<file path="src/hw/axi_pkg.sv">
// Host AXI bus types
// IDs, addresses, response codes and the single-beat channel
// structs shared by the top level and the bridge

package axi_pkg;

   // Widths that carry meaning on the host bus
   typedef logic [4:0]  axi_id_t;
   typedef logic [63:0] axi_addr_t;
   typedef logic [1:0]  axi_resp_t;

   localparam axi_resp_t AXI_RESP_OKAY = 2'b00;

   // Request address, common to aw and ar
   typedef struct packed {
      axi_id_t   id;
      axi_addr_t addr;
   } axi_addr_req_t;

   // Write response
   typedef struct packed {
      axi_id_t   id;
      axi_resp_t resp;
   } axi_b_rsp_t;

   // Read response sideband, data travels beside it
   typedef struct packed {
      axi_id_t   id;
      axi_resp_t resp;
      logic      last;
   } axi_r_rsp_t;

endpackage

</file>
<file path="src/hw/hello_pkg.sv">
// Register map and bridge types
// Offsets, readback constants, the bridge FSM encoding and the
// pulse request sent from the bridge to the register block

package hello_pkg;

   typedef logic [7:0]  reg_addr_t;
   typedef logic [31:0] reg_data_t;

   // Lane select bits above the word offset, 16 lanes on a 512-bit bus
   localparam int LANE_BITS = 4;

   localparam reg_addr_t HELLO_OFFSET   = 8'h00;
   localparam reg_data_t UNMAPPED_RDATA = 32'hffff_ffff;

   // One-cycle request toward the register block
   typedef struct packed {
      logic      wr;
      logic      rd;
      reg_addr_t addr;
      reg_data_t wdata;
   } cfg_req_t;

   typedef enum logic [1:0] {
      SLV_IDLE    = 2'd0,
      SLV_WR_ADDR = 2'd1,
      SLV_CYC     = 2'd2,
      SLV_RESP    = 2'd3
   } slv_state_t;

endpackage

</file>
<file path="src/hw/axi_skid_buffer.sv">
// Two-entry register slice for one valid/ready channel
// Keeps full throughput under back-pressure; the second entry
// only fills when the output register is held

`timescale 1ns/100ps

module axi_skid_buffer #(
   parameter int PAYLOAD_WIDTH = 32
) (
   input  logic                     clk,
   input  logic                     sync_rst_n,
   input  logic [PAYLOAD_WIDTH-1:0] in_data,
   input  logic                     in_valid,
   output logic                     in_ready,
   output logic [PAYLOAD_WIDTH-1:0] out_data,
   output logic                     out_valid,
   input  logic                     out_ready
);

   logic                     out_valid_q;
   logic [PAYLOAD_WIDTH-1:0] out_data_q;
   logic                     skid_valid_q;
   logic [PAYLOAD_WIDTH-1:0] skid_data_q;

   logic push;
   logic out_free;

   // Skid entry is only used when the output entry is full
   assign in_ready = ~skid_valid_q;
   assign push     = in_valid & in_ready;
   assign out_free = ~out_valid_q | out_ready;

   assign out_valid = out_valid_q;
   assign out_data  = out_data_q;

   // Occupancy
   always_ff @(posedge clk)
      if (!sync_rst_n)
      begin
         out_valid_q  <= 1'b0;
         skid_valid_q <= 1'b0;
      end
      else if (out_free)
      begin
         out_valid_q  <= skid_valid_q | push;
         skid_valid_q <= 1'b0;
      end
      else if (push)
      begin
         skid_valid_q <= 1'b1;
      end

   // Payload, oldest entry always at the output
   always_ff @(posedge clk)
      if (out_free)
      begin
         if (skid_valid_q)
            out_data_q <= skid_data_q;
         else if (push)
            out_data_q <= in_data;
      end
      else if (push)
      begin
         skid_data_q <= in_data;
      end

endmodule

</file>
<file path="src/hw/cl_hello_world.sv">
// Hello-world PCIe slave endpoint
// Host AXI requests pass through per-channel skid buffers into the
// access bridge, which drives the hello-world register block

`timescale 1ns/100ps

module cl_hello_world
   import axi_pkg::*;
   import hello_pkg::*;
#(
   parameter int BUS_WIDTH = 512
) (
   input  logic                 clk,
   input  logic                 sync_rst_n,
   input  axi_addr_req_t        aw,
   input  logic                 aw_valid,
   output logic                 aw_ready,
   input  logic [BUS_WIDTH-1:0] w_data,
   input  logic                 w_valid,
   output logic                 w_ready,
   input  axi_addr_req_t        ar,
   input  logic                 ar_valid,
   output logic                 ar_ready,
   output axi_b_rsp_t           b,
   output logic                 b_valid,
   input  logic                 b_ready,
   output axi_r_rsp_t           r,
   output logic [BUS_WIDTH-1:0] r_data,
   output logic                 r_valid,
   input  logic                 r_ready
);

   // Bridge side of the request channels
   axi_addr_req_t        aw_q, ar_q;
   logic                 aw_q_valid, aw_q_ready;
   logic [BUS_WIDTH-1:0] w_q_data;
   logic                 w_q_valid, w_q_ready;
   logic                 ar_q_valid, ar_q_ready;

   cfg_req_t  cfg_req;
   logic      cfg_ack;
   reg_data_t cfg_rdata;

   // --------------------
   // Request slices
   // --------------------
   axi_skid_buffer #(.PAYLOAD_WIDTH($bits(axi_addr_req_t))) aw_slice (
      .clk        (clk),
      .sync_rst_n (sync_rst_n),
      .in_data    (aw),
      .in_valid   (aw_valid),
      .in_ready   (aw_ready),
      .out_data   (aw_q),
      .out_valid  (aw_q_valid),
      .out_ready  (aw_q_ready)
   );

   axi_skid_buffer #(.PAYLOAD_WIDTH(BUS_WIDTH)) w_slice (
      .clk        (clk),
      .sync_rst_n (sync_rst_n),
      .in_data    (w_data),
      .in_valid   (w_valid),
      .in_ready   (w_ready),
      .out_data   (w_q_data),
      .out_valid  (w_q_valid),
      .out_ready  (w_q_ready)
   );

   axi_skid_buffer #(.PAYLOAD_WIDTH($bits(axi_addr_req_t))) ar_slice (
      .clk        (clk),
      .sync_rst_n (sync_rst_n),
      .in_data    (ar),
      .in_valid   (ar_valid),
      .in_ready   (ar_ready),
      .out_data   (ar_q),
      .out_valid  (ar_q_valid),
      .out_ready  (ar_q_ready)
   );

   // --------------------
   // Bridge and registers
   // --------------------
   pcis_slave_bridge #(.BUS_WIDTH(BUS_WIDTH)) bridge (
      .clk        (clk),
      .sync_rst_n (sync_rst_n),
      .aw         (aw_q),
      .aw_valid   (aw_q_valid),
      .aw_ready   (aw_q_ready),
      .w_data     (w_q_data),
      .w_valid    (w_q_valid),
      .w_ready    (w_q_ready),
      .ar         (ar_q),
      .ar_valid   (ar_q_valid),
      .ar_ready   (ar_q_ready),
      .b          (b),
      .b_valid    (b_valid),
      .b_ready    (b_ready),
      .r          (r),
      .r_data     (r_data),
      .r_valid    (r_valid),
      .r_ready    (r_ready),
      .cfg_req    (cfg_req),
      .cfg_ack    (cfg_ack),
      .cfg_rdata  (cfg_rdata)
   );

   hello_regs regs (
      .clk        (clk),
      .sync_rst_n (sync_rst_n),
      .cfg_req    (cfg_req),
      .cfg_ack    (cfg_ack),
      .cfg_rdata  (cfg_rdata)
   );

endmodule

</file>
<file path="src/hw/hello_regs.sv">
// Hello-world register block
// Stretches the request pulse, acknowledges two cycles later and
// serves one register at offset 0x00 that reads back byte-reversed

`timescale 1ns/100ps

module hello_regs
   import hello_pkg::*;
(
   input  logic      clk,
   input  logic      sync_rst_n,
   input  cfg_req_t  cfg_req,
   output logic      cfg_ack,
   output reg_data_t cfg_rdata
);

   logic      wr_stretch;
   logic      rd_stretch;
   reg_addr_t addr_q;
   reg_data_t wdata_q;
   reg_data_t hello_q;

   // Hold the request until acknowledged
   always_ff @(posedge clk)
      if (!sync_rst_n)
      begin
         wr_stretch <= 1'b0;
         rd_stretch <= 1'b0;
         cfg_ack    <= 1'b0;
      end
      else
      begin
         wr_stretch <= cfg_req.wr || (wr_stretch && !cfg_ack);
         rd_stretch <= cfg_req.rd || (rd_stretch && !cfg_ack);
         cfg_ack    <= (wr_stretch || rd_stretch) && !cfg_ack;
      end

   always_ff @(posedge clk)
      if (cfg_req.wr || cfg_req.rd)
      begin
         addr_q  <= cfg_req.addr;
         wdata_q <= cfg_req.wdata;
      end

   // --------------------
   // Hello register
   // --------------------
   always_ff @(posedge clk)
      if (!sync_rst_n)
         hello_q <= '0;
      else if (wr_stretch && addr_q == HELLO_OFFSET)
         hello_q <= wdata_q;

   // Readback lands together with the acknowledge
   always_ff @(posedge clk)
      if (addr_q == HELLO_OFFSET)
         cfg_rdata <= {hello_q[7:0], hello_q[15:8], hello_q[23:16], hello_q[31:24]};
      else
         cfg_rdata <= UNMAPPED_RDATA;

endmodule

</file>
<file path="src/hw/pcis_slave_bridge.sv">
// PCIe slave access bridge
// Serves one single-beat AXI access at a time with writes first,
// picks the 32-bit lane from addr[5:2] and issues a one-cycle
// request to the register block, then returns b or r

`timescale 1ns/100ps

module pcis_slave_bridge
   import axi_pkg::*;
   import hello_pkg::*;
#(
   parameter int BUS_WIDTH = 512
) (
   input  logic                 clk,
   input  logic                 sync_rst_n,
   input  axi_addr_req_t        aw,
   input  logic                 aw_valid,
   output logic                 aw_ready,
   input  logic [BUS_WIDTH-1:0] w_data,
   input  logic                 w_valid,
   output logic                 w_ready,
   input  axi_addr_req_t        ar,
   input  logic                 ar_valid,
   output logic                 ar_ready,
   output axi_b_rsp_t           b,
   output logic                 b_valid,
   input  logic                 b_ready,
   output axi_r_rsp_t           r,
   output logic [BUS_WIDTH-1:0] r_data,
   output logic                 r_valid,
   input  logic                 r_ready,
   output cfg_req_t             cfg_req,
   input  logic                 cfg_ack,
   input  reg_data_t            cfg_rdata
);

   slv_state_t state, state_nxt;

   logic      cyc_wr;
   logic      did_req;
   logic      issue;
   axi_addr_t wr_addr_q, rd_addr_q;
   axi_id_t   wr_id_q, rd_id_q;
   axi_addr_t mx_addr;
   logic      rsp_ready;
   logic      req_valid;
   reg_data_t rdata_q;

   logic [LANE_BITS-1:0] wr_lane, rd_lane;
   logic [BUS_WIDTH-1:0] w_lane_data;

   logic      req_wr_q, req_rd_q;
   reg_addr_t req_addr_q;
   reg_data_t req_wdata_q;

   assign mx_addr   = cyc_wr ? wr_addr_q : rd_addr_q;
   assign rsp_ready = cyc_wr ? b_ready : r_ready;
   // Reads need no data beat
   assign req_valid = cyc_wr ? w_valid : 1'b1;

   assign wr_lane     = wr_addr_q[2 +: LANE_BITS];
   assign rd_lane     = rd_addr_q[2 +: LANE_BITS];
   assign w_lane_data = w_data >> (32 * wr_lane);

   // Latch both sides; the loser is latched again when it is served
   always_ff @(posedge clk)
      if (state == SLV_IDLE && (aw_valid || ar_valid))
      begin
         wr_addr_q <= aw.addr;
         wr_id_q   <= aw.id;
         rd_addr_q <= ar.addr;
         rd_id_q   <= ar.id;
      end

   // --------------------
   // Access FSM
   // --------------------
   always_comb
   begin
      state_nxt = state;
      unique case (state)
         SLV_IDLE:
            if (aw_valid)
               state_nxt = SLV_WR_ADDR;
            else if (ar_valid)
               state_nxt = SLV_CYC;
         SLV_WR_ADDR:
            state_nxt = SLV_CYC;
         SLV_CYC:
            if (cfg_ack)
               state_nxt = SLV_RESP;
         SLV_RESP:
            if (rsp_ready)
               state_nxt = SLV_IDLE;
         default:
            state_nxt = SLV_IDLE;
      endcase
   end

   // Request issues once per access
   assign issue = (state == SLV_CYC) && req_valid && !did_req;

   always_ff @(posedge clk)
      if (!sync_rst_n)
      begin
         state    <= SLV_IDLE;
         cyc_wr   <= 1'b0;
         did_req  <= 1'b0;
         req_wr_q <= 1'b0;
         req_rd_q <= 1'b0;
         aw_ready <= 1'b0;
         w_ready  <= 1'b0;
         ar_ready <= 1'b0;
      end
      else
      begin
         state <= state_nxt;
         if (state == SLV_IDLE)
            cyc_wr <= aw_valid;
         did_req  <= (state != SLV_IDLE) && (did_req || issue);
         req_wr_q <= issue && cyc_wr;
         req_rd_q <= issue && !cyc_wr;
         // Pops, one cycle each
         aw_ready <= (state_nxt == SLV_WR_ADDR);
         w_ready  <= (state == SLV_CYC) && (state_nxt != SLV_CYC) && cyc_wr;
         ar_ready <= (state == SLV_CYC) && (state_nxt != SLV_CYC) && !cyc_wr;
      end

   // Request payload, taken in the same cycle as the pulse
   always_ff @(posedge clk)
   begin
      req_addr_q  <= mx_addr[7:0];
      req_wdata_q <= w_lane_data[31:0];
   end

   assign cfg_req = '{wr: req_wr_q, rd: req_rd_q, addr: req_addr_q, wdata: req_wdata_q};

   always_ff @(posedge clk)
      if (cfg_ack)
         rdata_q <= cfg_rdata;

   // --------------------
   // Responses
   // --------------------
   assign b       = '{id: wr_id_q, resp: AXI_RESP_OKAY};
   assign b_valid = (state == SLV_RESP) && cyc_wr;

   // Single beat, so last is always set
   assign r       = '{id: rd_id_q, resp: AXI_RESP_OKAY, last: 1'b1};
   assign r_data  = BUS_WIDTH'(rdata_q) << (32 * rd_lane);
   assign r_valid = (state == SLV_RESP) && !cyc_wr;

endmodule

</file>
<file path="config.mk">
export PLATFORM = sky130hd
export DESIGN_NAME = cl_hello_world
export DESIGN_NICKNAME = d
export VERILOG_FILES = /design/src/hw/axi_pkg.sv /design/src/hw/hello_pkg.sv /design/src/hw/axi_skid_buffer.sv /design/src/hw/cl_hello_world.sv /design/src/hw/hello_regs.sv /design/src/hw/pcis_slave_bridge.sv
export SDC_FILE = /design/constraint.sdc
export NUM_CORES = 1
export LEC_CHECK = 0
export ABC_AREA = 1
export BUFFER_PORTS_ARGS = -buffer_cell sky130_fd_sc_hd__buf_2
export CORE_AREA = 2 2 470 472
export CTS_CLUSTER_DIAMETER = 60
export DETAILED_ROUTE_END_ITERATION = 10
export DIE_AREA = 0 0 472 474
export MAX_ROUTING_LAYER = met4
export PLACE_DENSITY_LB_ADDON = 0.12
export RECOVER_POWER = 25
export SYNTH_ARGS = -nofsm -noshare
export SYNTH_HDL_FRONTEND = slang
export SYNTH_SLANG_ARGS = --single-unit
export TNS_END_PERCENT = 10
</file>
<file path="constraint.sdc">
create_clock -name clk -period 23.4 [get_ports clk]
set_input_delay 2.34 -clock clk [delete_from_list [all_inputs] [get_ports clk]]
set_output_delay 2.34 -clock clk [all_outputs]
set_load 0.01 [all_outputs]
</file>
# After elaboration in Yosys (flattened, before gate mapping)
# Cells that the tools add are included.
# Widths: inputs -> output; s select.
# classes
shift,2
n_eq_ne,5
reduce_logical,39
muxes,14
n_bitwise,19
# ops
operator,n
$mux 512,2
$shl 32x9->512,1
$shr 512x9->32,1
$mux 69,4
$logic_and 1x1->1,15
$reduce_and 2->1,6
$not 1->1,10
$logic_not 8->1,1
$mux 2,4
$mux 8,1
$pmux 2 s4,1
$reduce_bool 2->1,4
$logic_or 1x1->1,6
$or 1x1->1,6
$reduce_or 2->1,3
$eq 2x1->1 const B,2
$eq 2x2->1 const B,2
$and 1x1->1,3
$logic_not 1->1,3
$logic_not 2->1,1
$mux 1,2
$ne 2x2->1 const B,1
# totals
out_inout_bits,532
wordCells,113
ff_bits,1520
inputBits,657

# Logic depth before layout (Yosys ltp)
# depth
ltp_word,6
ltp_mapped,10
mapped_depth_nobuf,7

# Hierarchy
# Synthesis repeated with hierarchy kept, for this count alone.
# unflattened
cells_unflattened,6468
area_unflattened_um2,65097.4
# by_module_without_submodules
mod,cells_each,n_inst,seq_area_each_um2,area_each_um2
axi_skid_buffer at w_slice,2685,1,30789.5,37176.9
pcis_slave_bridge,2670,1,2722.6,13982.2
axi_skid_buffer at ar_slice ...,372,2,4184.0,5151.2
hello_regs,369,1,2542.4,3636.0

# Worst setup path before layout
# OpenSTA, ideal clock, no wires.
# synth_timing
kind,input -> register
from,input port w_valid
to,"register w_slice.out_data_q[0], in the netlist w_slice.out_data[0], enable pin"
setup_time_ns,1.413
stages,2
slack_ns,-1.596
t_arrival_ns,23.584
required_time_ns,21.987
path_cell_list,nor2_1 -> nor2_1
# synth_between
elab_chain_cells,3
# synth_rtl
element,line,text
"start, declared",cl_hello_world.sv:19,"input logic w_valid,"
$and 1x1->1,axi_skid_buffer.sv:30,assign push = in_valid & in_ready;
$reduce_bool 2->1 (no line),n/a,
$reduce_and 2->1 (no line),n/a,
"end signal, assigned",axi_skid_buffer.sv:58,out_data_q <= skid_data_q;
"end signal, assigned",axi_skid_buffer.sv:60,out_data_q <= in_data;
"end, declared",axi_skid_buffer.sv:21,logic [PAYLOAD_WIDTH-1:0] out_data_q;
# No other way between the ends.
# A chain may end at the register's enable or synchronous reset.

# Worst setup path after layout
# layout_timing
from,register bridge.rd_addr_q[3]
to,output port r_data[341]
# layout_between
elab_chain_cells,1
# layout_rtl
element,line,text
"start, declared",pcis_slave_bridge.sv:42,"axi_addr_t wr_addr_q, rd_addr_q;"
"start signal, assigned",pcis_slave_bridge.sv:71,rd_addr_q <= ar.addr;
$shl 32x9->512,pcis_slave_bridge.sv:150,assign r_data = BUS_WIDTH'(rdata_q) << (32 * rd_lane);
"end, declared",cl_hello_world.sv:28,"output logic [BUS_WIDTH-1:0] r_data,"
# No other way between the ends.

==> impl_metrics.yaml <==
status:
  status: "finished, violations left"
  violations: "capacitance limit, slew limit"
cells_and_area:
  nets: 7389
  drive_gt1_share_pct: 14.21
  area_growth_pct: 21.66
  instances_no_fill: 9768
critical_path:
  end_kind: "primary output"
  cpLargestDelayFamily: "buffers and inverters"
  cp_slowest_stage_delay_ps: 850
  crit_path_start_kind: "flop"
  cp.arrival_ps: 4870
  crit_path_max_fanout: 71
  path_common_cell: "buf_4"
  reg2reg_depth: 5
  cp_num_cells: 5
  worstSetupPathType: "reg -> out"
  crit_buf_inv: 3
  crit_required_ps: 21060
  path_cells: "buf_4, buf_4, nand3_1, nor3_1, buf_2"
  critPathSlowestCell: "nor3_1"
timing:
  fin_crit_ps: 7206
  post-route-period-util_pct: 30.80
  rsz0062_at_grt: "no"
  worstMarginPinSlew_ps: 4102
  finalMaxSlewViolations: 165
  fin_skew_ps: 39.67
  report.final.setup_viol: 0
  finalHoldViolations: 0
  fmax_mhz: 138.8
  relSlewSlack_pct: -173.5
worst_hold_path:
  hold_depth: 0
  hold_path_class: "reg -> reg"
clock_tree:
  cts_max_level: 4
  holdBufCountCts: 0
  clock_sinks: 1296
  cts.repair.resized: 0
  cts_buffers: 159
  cts_buffer_depth: 3
  clockRootBuffer: "clkbuf_16"
  clock_latency_ps: 820
  cts_tree: "yes"
  clk_pin_slew_ps: 50
  cts_setup_buffers: 0
floorplanning:
  core_area_um2: 218700
  rows: 172
  dieArea_um2: 223700
  die_w_um: 472
  initial_utilization_pct: 25.92
  fp.dieH_um: 474
  io-pin-count: 1189
synth:
  synth.distinct_cells: 23
  netlist_area_um2: 56680
  synth.area.top_cells: "edfxtp_1 62%, nand2_1 16%, dfxtp_1 4.3%"
  synth_top_area_share_pct: 62.20
  synth_seq_cells: 1296
  yosys_warnings: 0
  synthCells: 5846
  ys_seq_area_share_pct: 66.51
  postSynthAreaPerCell_um2: 9.696
  yosysTopAreaCell: "edfxtp_1"
power_and_ir_drop:
  switching_share_pct: 28.74
  p_total_uw: 6020
  p_clk_share_pct: 40.6
  power.density_nw_per_um2: 87.30
  ir_worst_vdd_v: 0.00005158
  pwr-share-comb_pct: 13.7
  pwr-share-seq_pct: 45.7
  p_sw_uw: 1730
  power_leakage_uw: 0.02955
  p_int_uw: 4290
job:
  max-cap-violations: 3
place:
  placed_cells: 9442
  portBuffers: 1071
  gp_congestion: 1.000
  hpwl_mm: 199.1
routing:
  first_iter_violations: 3178
  drc: 0
  dr.max_layer_used: "met4"
  dr_wl_met2_mm: 134.7
  dr.pass1.iters: 5
  wl_met1_mm: 108.9
  num_vias: 44503
  wl_met3_mm: 15.48
  ant_nets: 0
  routed_via_density: 4.556
  wl_mm: 277.5
  wl_per_cell_um: 28.40
global_routing:
  grt_overflow: 0
  grt_max_degree: 155
  first_global_vias: 43274
  gr-usage-all-layers_pct: 24.85
  grt_first_pass_wirelength_mm: 370.8
  antenna_found_initial: 110
-- flip-flops by register name (all words and copies together) (netlist names), 2 cells and up --
name	count
bridge.wr_addr_q	8
bridge.wr_id_q	5
ar_slice.skid_data_q	13
bridge.rd_addr_q	8
bridge.req_addr_q	8
ar_slice.out_data	13
aw_slice.skid_data_q	13
bridge.rdata_q	32
bridge.req_wdata_q	32
regs.wdata_q	32
regs.addr_q	8
bridge.rd_id_q	5
aw_slice.out_data	13
bridge.state	2
regs.hello_q	32
w_slice.skid_data_q	512
regs.cfg_rdata	32
w_slice.out_data	512
-- metrics by stage --
step	TNS (ps)	area (um2)	hold WS (ps)	util (%)	worst slack, ps
finish	0	68960	392.3	31.54	16190
detailed placement	0	64230	388.7	29.37	17130
floorplan	-763780	56690	385.5	-	-1492
CTS	0	69390	394.7	31.74	16470
global placement	0	64230	387.2	29.37	17110
global route	0	68930	405.9	31.53	16210
-- layer usage --
metal,global-route usage (%),vias to the layer above
li1,-,20948
met1,27.94,21497
met2,41.02,1558
met3,5.194,500
met4,14.24,0
met5,-,-
-- power by group through the flow --
stage | clock network, uW | logic, uW | registers (uW)
final | 2440 | 824 | 2750
after global routing | 2600 | 895 | 2760
after CTS | 2520 | 849 | 2750
after detailed placement | 0 | 847 | 2800
after global placement | 0 | 847 | 2800
after floorplan | 0 | 429 | 2850
-- cell families after synthesis --
kind of cell	synth area share [%]
AO/OA/AOI/OAI	0.4371
AND/OR/NAND/NOR	26.32
flip-flops	66.51
buffers and inverters	6.726
other	0.01325
-- cell type report --
cell class                 instances  area, um2
antenna                           36      90.09
fill                           23405     149700
inverter                         442       1694
sequential                      1296      37700
tap                             2871       3592
timing repair buffer            1149       5520
clock inverter                    84      948.4
clock buffer                     206       4218
multi-input combinational       3684      15200
-- worst register-to-register path, cell delays in order (launching register included) --
cell and delay (ps):
edfxtp_1 370, nor2_1 130, nand2_1 60, nor2_1 160, clkbuf_1 2880, nand2_1 470
-- placed cells by master, fill, tap and decap left out, drive strengths merged --
master | netlist | routed
o22ai | 1 | 1
bufinv | 0 | 10
o21ai | 7 | 7
clkinv | 0 | 59
dfxtp | 122 | 122
clkbuf | 130 | 610
conb | 2 | 5
a21oi | 40 | 40
nor2 | 505 | 505
diode | 0 | 36
edfxtp | 1174 | 1174
a31oi | 1 | 1
nor3 | 69 | 69
inv | 442 | 450
clkinvlp | 0 | 7
nand3b | 32 | 32
nand2 | 2383 | 2383
buf | 297 | 745
nand4 | 224 | 224
nand3 | 417 | 417
-- Yosys cell counts, drive strengths merged --
| master | instances |
|---|---|
| nand2 | 2383 |
| nand3b | 32 |
| nor3 | 69 |
| inv | 442 |
| clkbuf | 130 |
| a21oi | 40 |
| dfxtp | 122 |
| a31oi | 1 |
| o21ai | 7 |
| conb | 2 |
| edfxtp | 1174 |
| nand4 | 224 |
| nor2 | 505 |
| buf | 297 |
| nand3 | 417 |
| o22ai | 1 |
-- path summary, 6_finish.rpt --
check	start	to	slack [ps]
hold / removal	bridge.req_addr_q[4]$_DFF_P_	regs.addr_q[4]$_DFFE_PP_	390
setup reg to reg	regs.addr_q[7]$_DFFE_PP_	regs.cfg_rdata[13]$_SDFF_PP1_	18980
hold reg to reg	bridge.req_addr_q[4]$_DFF_P_	regs.addr_q[4]$_DFFE_PP_	390
setup / recovery	bridge.rd_addr_q[3]$_DFFE_PP_	r_data[341]	16190
Note: power is estimated with default switching activity, not from simulation.
